**src/rtl/perf_macros.svh**
```systemverilog
`ifndef PERF_MACROS_SVH
`define PERF_MACROS_SVH

// every counter and tracker is one word
`define PERF_CTR_BITS 32

// data-cache request lanes watched in parallel
`define DATA_LANES 2

// wishbone byte address and data widths
`define WB_ADDR_BITS 8
`define WB_DATA_BITS 32

`endif
```
**src/rtl/perf_csr_pkg.sv**
```systemverilog
`default_nettype none

`include "perf_macros.svh"

package perf_csr_pkg;

    // word address = byte address / 4
    localparam int REG_ADDR_BITS = `WB_ADDR_BITS - 2;

    // register map, word addresses
    typedef enum logic [REG_ADDR_BITS-1:0] {
        REG_IFETCHES   = 'd0,
        REG_LOADS      = 'd1,
        REG_STORES     = 'd2,
        REG_IFETCH_LAT = 'd3,
        REG_LOAD_LAT   = 'd4,
        REG_CLEAR      = 'd5
    } perf_reg_e;

    // slave handshake states
    typedef enum logic {
        WB_IDLE = 1'b0,
        WB_ACK  = 1'b1
    } wb_state_e;

    // counter bundle handed to the readout
    typedef struct packed {
        logic [`PERF_CTR_BITS-1:0] ifetches;
        logic [`PERF_CTR_BITS-1:0] loads;
        logic [`PERF_CTR_BITS-1:0] stores;
        // sums of pending reads, one term per cycle
        logic [`PERF_CTR_BITS-1:0] ifetch_lat;
        logic [`PERF_CTR_BITS-1:0] load_lat;
    } perf_counters_t;

endpackage

`default_nettype wire

```
**src/rtl/perf_event_pkg.sv**
```systemverilog
`default_nettype none

`include "perf_macros.svh"

package perf_event_pkg;

    // per-cycle lane counts run 0..DATA_LANES
    localparam int LANE_CNT_BITS = $clog2(`DATA_LANES + 1);

    // instruction fetch bus handshake snapshot
    typedef struct packed {
        logic req_valid;
        logic req_ready;
        logic rsp_valid;
        logic rsp_ready;
    } fetch_probe_t;

    // one data-cache lane, req_rw high for a store
    typedef struct packed {
        logic req_valid;
        logic req_ready;
        logic req_rw;
        logic rsp_valid;
        logic rsp_ready;
    } data_probe_t;

    // registered events of one cycle
    typedef struct packed {
        logic                     ifetch_req;
        logic                     ifetch_rsp;
        logic [LANE_CNT_BITS-1:0] load_reqs;
        logic [LANE_CNT_BITS-1:0] store_reqs;
        logic [LANE_CNT_BITS-1:0] load_rsps;
    } perf_events_t;

endpackage

`default_nettype wire

```
**src/rtl/core_perf_monitor.sv**
```systemverilog
`timescale 1ns/1ps
`default_nettype none

`include "perf_macros.svh"

module core_perf_monitor (
    input  logic                                          clk,
    input  logic                                          reset,
    input  perf_event_pkg::fetch_probe_t                  fetch_probe,
    input  perf_event_pkg::data_probe_t [`DATA_LANES-1:0] data_probe,
    input  logic                                          wb_cyc,
    input  logic                                          wb_stb,
    input  logic                                          wb_we,
    input  logic [`WB_ADDR_BITS-1:0]                      wb_adr,
    input  logic [`WB_DATA_BITS-1:0]                      wb_dat_w,
    output logic [`WB_DATA_BITS-1:0]                      wb_dat_r,
    output logic                                          wb_ack
);
    import perf_event_pkg::*;
    import perf_csr_pkg::*;

    perf_events_t   events;
    perf_counters_t counters;
    logic           clear;

    // bus handshakes to per-cycle event counts
    perf_event_decode decode_i (
        .clk         (clk),
        .reset       (reset),
        .fetch_probe (fetch_probe),
        .data_probe  (data_probe),
        .events      (events)
    );

    // trackers and accumulators
    perf_counter_exec exec_i (
        .clk      (clk),
        .reset    (reset),
        .events   (events),
        .clear    (clear),
        .counters (counters)
    );

    // software access to the counters
    perf_csr_result result_i (
        .clk      (clk),
        .reset    (reset),
        .wb_cyc   (wb_cyc),
        .wb_stb   (wb_stb),
        .wb_we    (wb_we),
        .wb_adr   (wb_adr),
        .wb_dat_w (wb_dat_w),
        .counters (counters),
        .wb_dat_r (wb_dat_r),
        .wb_ack   (wb_ack),
        .clear    (clear)
    );

endmodule

`default_nettype wire

```
**src/rtl/perf_csr_result.sv**
```systemverilog
`timescale 1ns/1ps
`default_nettype none

`include "perf_macros.svh"

module perf_csr_result (
    input  logic                         clk,
    input  logic                         reset,
    input  logic                         wb_cyc,
    input  logic                         wb_stb,
    input  logic                         wb_we,
    input  logic [`WB_ADDR_BITS-1:0]     wb_adr,
    input  logic [`WB_DATA_BITS-1:0]     wb_dat_w,
    input  perf_csr_pkg::perf_counters_t counters,
    output logic [`WB_DATA_BITS-1:0]     wb_dat_r,
    output logic                         wb_ack,
    output logic                         clear
);
    import perf_csr_pkg::*;

    wb_state_e                state;
    perf_reg_e                reg_sel;
    logic                     access;
    logic [`WB_DATA_BITS-1:0] rd_data;

    assign access  = (state == WB_IDLE) && wb_cyc && wb_stb;
    // drop the byte offset
    assign reg_sel = perf_reg_e'(wb_adr[`WB_ADDR_BITS-1:2]);

    always_comb begin
        case (reg_sel)
            REG_IFETCHES:   rd_data = `WB_DATA_BITS'(counters.ifetches);
            REG_LOADS:      rd_data = `WB_DATA_BITS'(counters.loads);
            REG_STORES:     rd_data = `WB_DATA_BITS'(counters.stores);
            REG_IFETCH_LAT: rd_data = `WB_DATA_BITS'(counters.ifetch_lat);
            REG_LOAD_LAT:   rd_data = `WB_DATA_BITS'(counters.load_lat);
            // clear and unmapped words read as zero
            default:        rd_data = '0;
        endcase
    end

    // accept in idle, ack the next cycle, back to idle
    always_ff @(posedge clk) begin
        if (reset) begin
            state  <= WB_IDLE;
            wb_ack <= 1'b0;
            clear  <= 1'b0;
        end else begin
            case (state)
                WB_IDLE: begin
                    if (access) begin
                        state  <= WB_ACK;
                        wb_ack <= 1'b1;
                        clear  <= wb_we && (reg_sel == REG_CLEAR);
                    end
                end
                default: begin
                    state  <= WB_IDLE;
                    wb_ack <= 1'b0;
                    clear  <= 1'b0;
                end
            endcase
        end
    end

    // read data rides with the ack
    always_ff @(posedge clk) begin
        if (access) begin
            wb_dat_r <= rd_data;
        end
    end

    // ack answers an accepted strobe that the master still holds
    a_ack_after_accept: assert property (@(posedge clk) disable iff (reset)
        wb_ack |-> $past(access) && wb_cyc && wb_stb)
        else $error("wb_ack without an accepted cycle still held by the master");

    // master must present defined data on a write
    a_write_data_known: assert property (@(posedge clk) disable iff (reset)
        (access && wb_we) |-> !$isunknown(wb_dat_w))
        else $error("wishbone write with unknown data");

endmodule

`default_nettype wire

```
**src/rtl/perf_counter_exec.sv**
```systemverilog
`timescale 1ns/1ps
`default_nettype none

`include "perf_macros.svh"

module perf_counter_exec (
    input  logic                         clk,
    input  logic                         reset,
    input  perf_event_pkg::perf_events_t events,
    input  logic                         clear,
    output perf_csr_pkg::perf_counters_t counters
);
    // one spare bit so a tracker overflow is visible
    localparam int SUM_BITS = `PERF_CTR_BITS + 1;

    // reads issued but not yet answered
    logic [`PERF_CTR_BITS-1:0] pending_ifetch;
    logic [`PERF_CTR_BITS-1:0] pending_load;

    // tracker plus this cycle's requests
    logic [SUM_BITS-1:0] ifetch_sum;
    logic [SUM_BITS-1:0] load_sum;

    assign ifetch_sum = {1'b0, pending_ifetch} + SUM_BITS'(events.ifetch_req);
    assign load_sum   = {1'b0, pending_load} + SUM_BITS'(events.load_reqs);

    // pending trackers
    always_ff @(posedge clk) begin
        if (reset || clear) begin
            pending_ifetch <= '0;
            pending_load   <= '0;
        end else begin
            pending_ifetch <= `PERF_CTR_BITS'(ifetch_sum - SUM_BITS'(events.ifetch_rsp));
            pending_load   <= `PERF_CTR_BITS'(load_sum - SUM_BITS'(events.load_rsps));
        end
    end

    // event counters and latency sums
    always_ff @(posedge clk) begin
        if (reset || clear) begin
            counters <= '0;
        end else begin
            counters.ifetches <= counters.ifetches + `PERF_CTR_BITS'(events.ifetch_req);
            counters.loads    <= counters.loads + `PERF_CTR_BITS'(events.load_reqs);
            counters.stores   <= counters.stores + `PERF_CTR_BITS'(events.store_reqs);
            // old tracker value, so a read adds one per cycle it was outstanding
            counters.ifetch_lat <= counters.ifetch_lat + pending_ifetch;
            counters.load_lat   <= counters.load_lat + pending_load;
        end
    end

    // a response always has a read outstanding for it
    a_ifetch_no_underflow: assert property (@(posedge clk) disable iff (reset || clear)
        ifetch_sum >= SUM_BITS'(events.ifetch_rsp))
        else $error("ifetch response without an outstanding fetch");

    a_load_no_underflow: assert property (@(posedge clk) disable iff (reset || clear)
        load_sum >= SUM_BITS'(events.load_rsps))
        else $error("load response without an outstanding load");

    // trackers never wrap past all ones
    a_ifetch_no_wrap: assert property (@(posedge clk) disable iff (reset || clear)
        !ifetch_sum[SUM_BITS-1])
        else $error("pending ifetch tracker wrapped");

    a_load_no_wrap: assert property (@(posedge clk) disable iff (reset || clear)
        !load_sum[SUM_BITS-1])
        else $error("pending load tracker wrapped");

endmodule

`default_nettype wire

```
**src/rtl/perf_event_decode.sv**
```systemverilog
`timescale 1ns/1ps
`default_nettype none

`include "perf_macros.svh"

module perf_event_decode (
    input  logic                                          clk,
    input  logic                                          reset,
    input  perf_event_pkg::fetch_probe_t                  fetch_probe,
    input  perf_event_pkg::data_probe_t [`DATA_LANES-1:0] data_probe,
    output perf_event_pkg::perf_events_t                  events
);
    import perf_event_pkg::*;

    logic                     ifetch_req_fire;
    logic                     ifetch_rsp_fire;
    logic [LANE_CNT_BITS-1:0] load_req_cnt;
    logic [LANE_CNT_BITS-1:0] store_req_cnt;
    logic [LANE_CNT_BITS-1:0] load_rsp_cnt;

    assign ifetch_req_fire = fetch_probe.req_valid && fetch_probe.req_ready;
    assign ifetch_rsp_fire = fetch_probe.rsp_valid && fetch_probe.rsp_ready;

    // population count of fires across the lanes
    always_comb begin
        load_req_cnt  = '0;
        store_req_cnt = '0;
        load_rsp_cnt  = '0;
        for (int i = 0; i < `DATA_LANES; i++) begin
            if (data_probe[i].req_valid && data_probe[i].req_ready) begin
                if (data_probe[i].req_rw) begin
                    store_req_cnt = store_req_cnt + 1'b1;
                end else begin
                    load_req_cnt = load_req_cnt + 1'b1;
                end
            end
            if (data_probe[i].rsp_valid && data_probe[i].rsp_ready) begin
                load_rsp_cnt = load_rsp_cnt + 1'b1;
            end
        end
    end

    // requests and responses take the same single stage
    always_ff @(posedge clk) begin
        if (reset) begin
            events <= '0;
        end else begin
            events.ifetch_req <= ifetch_req_fire;
            events.ifetch_rsp <= ifetch_rsp_fire;
            events.load_reqs  <= load_req_cnt;
            events.store_reqs <= store_req_cnt;
            events.load_rsps  <= load_rsp_cnt;
        end
    end

    // a lane offering a request must say whether it is a load or a store
    for (genvar i = 0; i < `DATA_LANES; i++) begin : g_rw_known
        a_rw_known: assert property (@(posedge clk) disable iff (reset)
            data_probe[i].req_valid |-> !$isunknown(data_probe[i].req_rw))
            else $error("lane %0d: req_rw unknown while req_valid", i);
    end

endmodule

`default_nettype wire

```
**config.mk**
```make
export PLATFORM = sky130hd
export DESIGN_NAME = core_perf_monitor
export DESIGN_NICKNAME = d
export VERILOG_FILES = /design/src/rtl/perf_csr_pkg.sv /design/src/rtl/perf_event_pkg.sv /design/src/rtl/core_perf_monitor.sv /design/src/rtl/perf_csr_result.sv /design/src/rtl/perf_counter_exec.sv /design/src/rtl/perf_event_decode.sv
export VERILOG_INCLUDE_DIRS = /design/src /design/src/rtl
export SDC_FILE = /design/constraint.sdc
export NUM_CORES = 1
export LEC_CHECK = 0
export BUFFER_PORTS_ARGS = -buffer_cell sky130_fd_sc_hd__buf_2
export CAP_MARGIN = 40
export CORE_ASPECT_RATIO = 0.75
export CORE_MARGIN = 4
export CORE_UTILIZATION = 57
export CTS_BUF_LIST = sky130_fd_sc_hd__clkbuf_2
export CTS_CLUSTER_SIZE = 28
export DETAILED_ROUTE_END_ITERATION = 10
export GPL_TIMING_DRIVEN = 0
export PLACE_DENSITY_LB_ADDON = 0.08
export SYNTH_ARGS = -nofsm -noshare
export SYNTH_HDL_FRONTEND = slang
export SYNTH_HIERARCHICAL = 1
export SYNTH_SLANG_ARGS = --single-unit
```
**constraint.sdc**
```tcl
create_clock -name clk -period 9.3 [get_ports clk]
set_input_delay 0.465 -clock clk [delete_from_list [all_inputs] [get_ports clk]]
set_output_delay 0.465 -clock clk [all_outputs]
set_load 0.01 [all_outputs]
```
# ---- After elaboration in Yosys (flattened, before gate mapping)
# Cells that the tools add are included.
dict set report word_totals {
  regBits 267
  input_bits 59
  output_inout_bits 33
  wordCells 58
}
dict set report classes {
  addsub 12
  n_eq_ne 5
  mux 12
  bitwise 1
  n_reduce_logical 12
}
# operator n
set ops {}
lappend ops {{$pmux W32 S5} 1}
lappend ops {{$add A32 B2 Y32} 3}
lappend ops {{$add A32 B1 Y32} 2}
lappend ops {{$add A32 B32 Y32} 2}
lappend ops {{$sub A32 B1 Y32} 1}
lappend ops {{$sub A32 B2 Y32} 1}
lappend ops {{$mux W2} 7}
lappend ops {{$eq A6 B2 Y1 const B} 2}
lappend ops {{$eq A6 B3 Y1 const B} 2}
lappend ops {{$logic_and A1 B1 Y1} 9}
lappend ops {{$eq A6 B1 Y1 const B} 1}
lappend ops {{$logic_not A6 Y1} 1}
lappend ops {{$add A2 B1 Y2 const B} 2}
lappend ops {{$mux W1} 4}
lappend ops {{$add A1 B1 Y2 const B} 1}
lappend ops {{$reduce_or A2 Y1} 1}
lappend ops {{$logic_or A1 B1 Y1} 1}
lappend ops {{$not A1 Y1} 1}

# ---- Longest topological paths before layout
# Gate-level depths: netlist of the first run.
dict set report depth {
  ltp_word 5
  ltp_mapped 15
  mapped_depth_nobuf 15
}

# ---- Modules after synthesis
# Netlist of the first run, hierarchy kept.
# module n_inst cells_per_inst area_each_um2 seq_area_each_um2
set modules_own_cells {}
lappend modules_own_cells {perf_counter_exec 1 1689 13824.5 4484.3}
lappend modules_own_cells {perf_csr_result 1 271 2771.4 1021.0}
lappend modules_own_cells {perf_event_decode 1 30 282.8 160.2}

# ---- Least setup slack after synthesis of the first run
# OpenSTA, ideal clock, no wires.
dict set report synth_timing {
  path_kind {reg-to-reg}
  from {register, netlist name decode_i/events[5]}
  to {register exec_i.pending_load[30]}
  setup_time_ps 115
  arrival_time_ps 3040
  required_time_ps 9185
  path_slack_ps 6145
  path_stages_with_launch 13
  n_path_buf 0
  synth_period_minus_slack_ps 3155
  cell_sequence {dfxtp_1 > inv_1 > fa_1 > fa_1 > nor2b_1 > o21ai_0 > a2111oi_0 > o31a_1 > nand4_1 > a21oi_1 > o21ai_0 > and3_1 > o21a_1}
}
dict set report synth_via {
  elab_chain_len 2
}
# item line_no
set synth_rtl {}
lappend synth_rtl {{$add A32 B2 Y32} perf_counter_exec.sv:25} ;# assign load_sum = {1'b0, pending_load} + SUM_BITS'(events.load_reqs);
lappend synth_rtl {{$sub A32 B2 Y32} perf_counter_exec.sv:34} ;# pending_load <= `PERF_CTR_BITS'(load_sum - SUM_BITS'(events.load_rsps));
lappend synth_rtl {{end signal, assigned} perf_counter_exec.sv:34}
lappend synth_rtl {{end, declared} perf_counter_exec.sv:18} ;# logic [`PERF_CTR_BITS-1:0] pending_load;
# No other way between the ends.
# A chain may end at the register's enable or synchronous reset.

# ---- Worst setup path after layout of the first run
dict set report layout_timing {
  from {register, netlist name decode_i/events[5]}
  to {register exec_i.pending_load[30]}
}
dict set report layout_via {
  elab_chain_len 2
}
# item line_no
set layout_rtl {}
lappend layout_rtl {{$add A32 B2 Y32} perf_counter_exec.sv:25}
lappend layout_rtl {{$sub A32 B2 Y32} perf_counter_exec.sv:34}
# No other way between the ends.

==> results list, run 1 <==
* Maximum ir drop on the vdd rail: 243 µV
- TritonCTS built the clock tree.
- Total Routed Length: 46100 µm
* Synth Cell Area: 16900 µm²
- After synthesis the netlist holds a flip-flop and latch count of 267.
- After detailed routing, the met3 layer carries 3710 µm of wire.
* DRT met1 WL: 22700 µm
* Data required time at the worst endpoint: 10.05 ns
* Tightest slew margin relative to the limit: 39.4%
- Before antenna repair, the detailed router went through 6 iterations.
* CP Data Arrival Time: 4.44 ns
- Met2 routed WL: 18500 µm
* Post-Synthesis Cells: 1990
- I/O Buffers: 56
- Post-CTS Setup Inserts: 0
- Post-DRT Antenna Nets: 0
- Pin count of the biggest net entering global routing: 22
* Via count: 14.9k
- EDFF count, synth: 32
- In this run the clock root is driven by a clkbuf_2.
- The H-tree generated during clock tree synthesis spans 3 levels.
- The critical path is of the flip-flop to flip-flop type.
- Overflow after GRT: 0
* Ranking of synthesized cells by area: dfxtp_1, ha_1, edfxtp_1
- Of all cell types, the one taking the most synthesized area is dfxtp_1.
- Via count of the first global-routing pass: 13.6k
- Once the floorplan was initialized, standard cells occupied 58.0% of the core.
- CTS-repair resized insts: 0
- Initial antenna violation count: 2
* Setup violation total in the final timing report: 0
- With fillers left out, the area of the finished cells amounts to 18600 µm².
* Number of warnings printed during yosys synthesis: 6
* Relative area change from synthesis to final layout: 10.5%
- Summed over all failing endpoints, the final setup total negative slack is 0 ns.
* Share of the synthesized area in the top cell type: 27.9%
* Number of remaining DRC errors: 0
- Cells with a size suffix above 1 make up 12.9% of the layout.
* Final min period: 3.69 ns
* Worst setup margin: 5.61 ns
- Final HPWL DP: 35800 µm
- The first routing iteration left 1296 violations.
* Maximum clock rate: 271 MHz
- For this design the static power due to leakage is 8.11 nW.
* Total of hold buffers inserted after clock tree synthesis: 25
- Total GRT Usage: 28.5%
- The core region is 29100 µm².
- The initialized floorplan defines 54 standard-cell rows.
- Clock transition at path regs: 0.11 ns
* Minimum setup slack after placement: 5.64 ns
- After detailed routing, the number of vias per cell comes to 5.73.
- Critical path fanouts, max: 4
* Die X: 207 µm
- Cells fill 64.0% of the core in the end.
- In the final design database the tool counted 2345 nets.
- Yosys cell types: 77
- DR WL/cell: 17.8 µm
- Asr flop ratio synth: 0%
* Startpoint of the lowest-slack register-to-register path: decode_i/events[5]
* Height of the die: 157 µm
- The worst hold path begins at wb_adr[4].
- STA classifies the critical path startpoint as a flip-flop.
- Total number of clock tree sinks: 267
* Maximum buffer depth of the clock tree: 3
* Max-capacitance violation count: 0
- The die covers 32500 µm².
- Worst Hold Class: primary input to flip-flop
* Worst Setup End Kind: flip-flop
* TritonCTS Buffers: 70
- The most used flip-flop cell after synthesis is dfxtp_1.
* Number of pins exceeding their max-slew limit in the final report: 0
- Tracing the worst setup path back leads to its startpoint at decode_i/events[5].
- Final weighted congestion in routability-driven placement: 0.968
- Synthesis produced a netlist with a net count of 2188.
- In this run the cell area measured after placement is 17700 µm².
* Sequential area share after synthesis: 33.6%
* Portion of the clock cycle consumed by the worst path in the final layout: 39.7%
* Top Ports: 92
* Setup repair after global routing missed its margin: false
- Highest signal layer in the routed design: met4
- The run finished with clean final reports.
- Transition time of the tightest slew-check pin: 0.909 ns
- The first global-routing pass estimated 73500 µm of wire.
* Hold Violations, Final: 0
- Clock latency on the worst-skew pair, taken at its later pin, is 0.90 ns.
- On the final layout, the worst clock skew is 0.0836 ns.
- Synthesized area divided by synthesized cell count: 8.48 µm²
* Power density of the placed cells: 311 nW/µm²
[synthesized netlist by cell type (all sizes together), types with 3 or more instances]
cell type / n
xor2: 98
inv: 110
a21oi: 123
clkbuf: 52
a21boi: 5
a211oi: 20
edfxtp: 32
nor3: 28
nor2: 248
o21bai: 21
nand2b: 6
nand4: 67
buf: 21
nor3b: 8
a2111oi: 7
o31a: 6
a21o: 78
xnor2: 81
nor4: 5
mux2: 32
or2: 8
dfxtp: 235
nand3: 148
a31oi: 14
or3: 16
o211ai: 8
nand3b: 38
nor2b: 18
mux2i: 5
o21a: 20
o21ai: 75
and4: 8
and2: 23
nand2: 119
ha: 132
o31ai: 3
fa: 7
and3: 34
[report_power, final]
group	leakage (nW)	total (mW)	internal, mW	switching (mW)
sequential	2.24	1.64	1.41	0.239
clock	0.516	0.896	0.384	0.512
combinational	5.36	3.26	1.41	1.85
total	8.11	5.80	3.20	2.60
[flip-flops by register name, summed over array words and instances, names as in the netlist]
register               cells
result_i/wb_ack            1
result_i/wb_dat_r         32
exec_i/pending_load       32
result_i/state             1
exec_i/pending_ifetch     32
result_i/clear             1
decode_i/events            8
exec_i/counters          160
[cell families (layout without fill, tap and decap cells)]
family | Yosys count | count (layout) | synth area share (%)
muxes | 37 | 37 | 2.43
and+or+nand+nor | 780 | 780 | 23.8
adders and majority gates | 139 | 139 | 10.6
DFF | 267 | 267 | 33.6
buffers and inverters | 186 | 394 | 5.03
other | 0 | 2 | 0
AOI/OAI and AO/OA | 402 | 402 | 15.3
xor gates and xnor gates | 179 | 179 | 9.29
[routing by layer]
layer | GRT usage [%] | up-vias
met5 | 0 | -
met4 | 8.68 | 0
met3 | 5.95 | 91
met2 | 40.2 | 478
met1 | 43.7 | 6868
li1 | - | 7415
[per-stage QoR]
step | instances | hold slack [ns] | power (mW)
global placement | 2438 | 0.456 | 4.78
CTS | 2590 | 0.0806 | 5.78
detailed placement | 2442 | 0.475 | 4.86
floorplan | 1990 | 0.463 | 4.19
finish | 2592 | 0.194 | 5.80
global route | 2592 | 0.115 | 6.34
[cell usage in the layout, fill, tap and decap left out, types with 8 or more instances in the layout]
cell type | synthesis | final
inv_1 | 110 | 110
buf_2 | 9 | 66
a31oi_1 | 14 | 14
and3_1 | 32 | 32
dfxtp_1 | 235 | 235
clkbuf_1 | 51 | 51
dlygate4sd3_1 | 0 | 25
nor2_1 | 248 | 248
or3_1 | 16 | 16
a21oi_1 | 122 | 122
ha_1 | 132 | 132
clkinv_1 | 0 | 8
xnor2_1 | 81 | 81
o21a_1 | 20 | 20
buf_6 | 8 | 9
o21ai_0 | 74 | 74
nor2b_1 | 17 | 17
clkbuf_2 | 0 | 106
nand3b_1 | 38 | 38
a211oi_1 | 20 | 20
nand3_1 | 118 | 118
mux2_2 | 32 | 32
xor2_1 | 98 | 98
and2_1 | 23 | 23
nand2_1 | 119 | 119
nand3_2 | 30 | 30
edfxtp_1 | 32 | 32
nor3_1 | 27 | 27
nor3b_1 | 8 | 8
o21bai_1 | 21 | 21
nand4_1 | 67 | 67
a21o_1 | 78 | 78
[cell type report]
| cell class | count | area (µm²) |
|---|---|---|
| diodes | 2 | 5.00 |
| repair buffers | 85 | 589 |
| inverters | 110 | 413 |
| well taps | 392 | 490 |
| multi-input cells | 1537 | 10400 |
| plain buffers | 76 | 435 |
| fillers | 2664 | 10500 |
| flip-flops and latches | 267 | 5670 |
| clock buffers | 106 | 531 |
| clock inverters | 17 | 149 |
[critical path, stage by stage, from the launching register on]
cell and delay (ns):
dfxtp_1 0.35, inv_1 0.10, fa_1 0.51, fa_1 0.45, nor2b_1 0.18, o21ai_0 0.16
a2111oi_0 0.55, o31a_1 0.30, nand4_1 0.14, a21oi_1 0.31, o21ai_0 0.15, and3_1 0.20
o21a_1 0.16
[worst paths after layout]
kind | to | slack [ns] | cells past startpoint
worst max register to register | exec_i/pending_load[30] | 5.61 | 12
worst min-delay path | result_i/wb_dat_r[13] | 0.19 | 3
worst max-delay path | exec_i/pending_load[30] | 5.61 | 12
worst min register to register | exec_i/counters[77] | 0.51 | 2
Note: power is estimated with default switching activity, not from simulation.
==> run 2: changes to the inputs <==
Clock period 9.3 ns to 3.3 ns, I/O delays scaled along.
==> run 2 against run 1 <==
Net effect: worst setup slack got worse by 5.5 ns; highest routed layer unchanged; final area increased by 1.6%; critical path type unchanged; fmax increased by 17%; die area unchanged; critical path depth unchanged; flip-flop and latch count unchanged.
==> results list, run 2 (synthesis results as in run 1) <==
- Register with the most flip-flops: exec_i/counters
* Critical path fanouts, max: 3 (-1)
- Outcome: finished clean
* Overflow after GRT: 0 (unchanged)
- Post-DRT Antenna Nets: 0 (unchanged)
- The maximum clock frequency was 316 MHz (+17%).
- The maximum resistive drop on vdd was 706 µV (+190%).
* Pin count of the biggest net entering global routing: 22 (unchanged)
* Initial antenna violation count: 2 (unchanged)
- The worst hold path stage count is 3 (unchanged).
- The total wire length was 46700 µm (+1.2%).
- The combined global-route utilization of all metal layers is 28.8% (+0.25 points).
* Worst Setup End Kind: flip-flop
* Final worst hold slack: 0.164 ns (-0.0307 ns)
- The starting DRC count in detailed routing is 1313 (+1.3%).
- I/O Buffers: 56 (unchanged)
* Floorplan Core Area: 29100 µm² (unchanged)
- The post-CTS clock slew at the launch and capture registers of the worst setup and hold paths was 0.11 ns (about the same).
- The critical path in this run is classified as flip-flop to flip-flop.
* TritonCTS clock tree: done
- The number of DRC violations after detailed routing is 0 (unchanged).
* Max-capacitance violation count: 0 (unchanged)
* Standard-cell rows: 54 (unchanged)
- Final worst clock skew: 0.0823 ns (-0.00128 ns)
- The endpoint required time on the critical path was 4.05 ns (-6.00 ns).
- The first-pass GRT wire length was 74200 µm (+1.1%).
- Setup violation total in the final timing report: 0 (unchanged)
- Portion of the clock cycle consumed by the worst path in the final layout: 95.8% (+56 points)
- Worst hold path endpoint: result_i/state
- Number of flip-flops in the largest register: 160 (unchanged)
* Most used cells in the layout excluding fill and tap cells: nor2_1, dfxtp_1, ha_1
* Number of pins exceeding their max-slew limit in the final report: 0 (unchanged)
- Ratio of routed vias to standard cells: 5.73 (about the same)
* Final HPWL DP: 35800 µm (unchanged)
- The total via count after detailed routing came to 15.0k (+0.86%).
- The later-pin clock latency in the skew report is 0.90 ns (about the same).
- The path class of the tightest hold or removal check is primary input to flip-flop.
- The share of final-layout standard cells stronger than drive strength 1 is 13.9% (+1.0 points).
* Deepest level of the CTS H-tree: 3 (unchanged)
- The maximum buffer depth of the clock tree was 3 (unchanged).
- DR WL/cell: 17.9 µm (+0.39%)
- First-pass detailed-route iteration total: 6 (unchanged)
- Critical R2R Capture: exec_i/pending_load[30]
* Depth of the most critical reg-to-reg path: 12 (unchanged)
- The setup slack of the worst register-to-register path is 0.14 ns (-5.47 ns).
- The number of nets in the final layout was 2367 (+0.94%).
- The post-route minimum period was 3.16 ns (-0.529 ns).
- Final weighted congestion in routability-driven placement: 0.968 (unchanged)
- The via count of the first global-routing pass is 13.8k (+1.3%).
- Buffer type at the clock tree root: clkbuf_2
- The width of the die is 207 µm (unchanged).
- Tightest slew margin relative to the limit: 36.8% (-2.6 points)
- Launching element type of the critical path: flip-flop
- TritonCTS Buffers: 70 (unchanged)
- Leaving out fill and tap cells, the most frequent cell in the layout is nor2_1.
- The post-route core utilization was 65.0% (+1.0 points).
* Relative area change from synthesis to final layout: 12.2%
- The reported leakage power was 8.22 nW (+1.4%).
- Transition time of the tightest slew-check pin: 0.947 ns (+0.0386 ns)
- Power density of the placed cells: 874 nW/µm² (+180%)
- Height of the die: 157 µm (unchanged)
* Startpoint of the lowest-slack register-to-register path: exec_i/pending_load[1]
- The total die area is 32500 µm² (unchanged).
* CP Data Arrival Time: 3.91 ns (-0.53 ns)
- Start point of the worst min-delay path: reset
* Setup repair after global routing missed its margin: false
- Total number of clock tree sinks: 267 (unchanged)
- The final hold violation count came to 0 (unchanged).
* Top Ports: 92 (unchanged)
- Effective utilization at floorplan: 58.0% (unchanged)
==> run 2: changes by cell type in the layout (fill, tap and decap cells not counted), moves of 3 or more <==
cell	previous run	this run
buf_4	0	6
dfxtp_1	235	232
dfxtp_2	0	3
dlygate4sd3_1	25	41
o21ai_0	74	70
o21ai_1	1	4
==> run 2: timing repair <==
| action | 4_1_cts | 5_1_grt |
|---|---|---|
| endpoints found under the hold margin | 35 | 0 |
| setup buffers | 1 | 5 |
| hold buffers | 41 | 0 |
| pin swaps | 3 | 6 |
| endpoints found under the setup margin | 9 | 19 |
| gates resized for setup | 9 | 17 |
| gates cloned | 0 | 0 |
==> run 2: worst max-delay path by stage <==
stage | start | endpoint | slack (ns) | cells past startpoint
after global placement | exec_i/pending_load[1] | exec_i/pending_load[30] | -0.30 | 12
after CTS | exec_i/pending_ifetch[0] | exec_i/pending_ifetch[28] | 0.01 | 14
after floorplan | decode_i/events[5] | exec_i/pending_load[30] | 0.15 | 12
final | exec_i/pending_load[1] | exec_i/pending_load[30] | 0.14 | 12
after global routing | exec_i/pending_ifetch[0] | exec_i/pending_ifetch[28] | 0.003 | 14
after detailed placement | decode_i/events[5] | exec_i/pending_load[30] | -0.36 | 12
==> run 2: area by class of cell <==
cell class | instances | area, µm²
antenna | 1 | 2.50
timing repair buffer | 107 | 795
fill | 2625 | 10200
clock buffer | 106 | 531
inverter | 110 | 413
multi-input combinational | 1537 | 10500
buffer | 76 | 435
tap | 392 | 490
sequential | 267 | 5670
clock inverter | 17 | 149
==> run 2: stage by stage <==
step	setup TNS [ns]	setup WS, ns	power [mW]	std cells	area [µm²]
2_1_floorplan	0	0.145	11.8	1990	16900
3_3_place_gp	-0.911	-0.299	13.5	2438	17600
3_5_place_dp	-1.04	-0.358	13.7	2442	17700
4_1_cts	0	0.0111	16.4	2607	18800
5_1_grt	0	0.00335	18.1	2613	18900
6_report	0	0.139	16.6	2613	18900
==> run 2: metal layers <==
metal	vias up	share of wire, %	GRT usage, %
met5	-	0	0
met4	0	2.5	8.56
met3	85	7.9	5.81
met2	475	40	41.0
met1	6963	49	43.9
li1	7457	-	-
==> run 2: power breakdown <==
group	leakage, nW	internal, mW	switching [mW]	total [mW]
Clock	0.516	1.08	1.45	2.53
Combinational	5.47	4.08	5.31	9.39
Sequential	2.24	3.96	0.671	4.63
==> run 2: critical path: stages, from the launching register on <==
cell and delay [ns]:
dfxtp_2 0.35, inv_1 0.05, fa_1 0.50, fa_2 0.42, nor2b_2 0.17, o21ai_2 0.10, a2111oi_4 0.36, o31a_1 0.24
nand4_1 0.15, a21oi_2 0.26, o21ai_1 0.10, and3_1 0.18, o21a_1 0.16
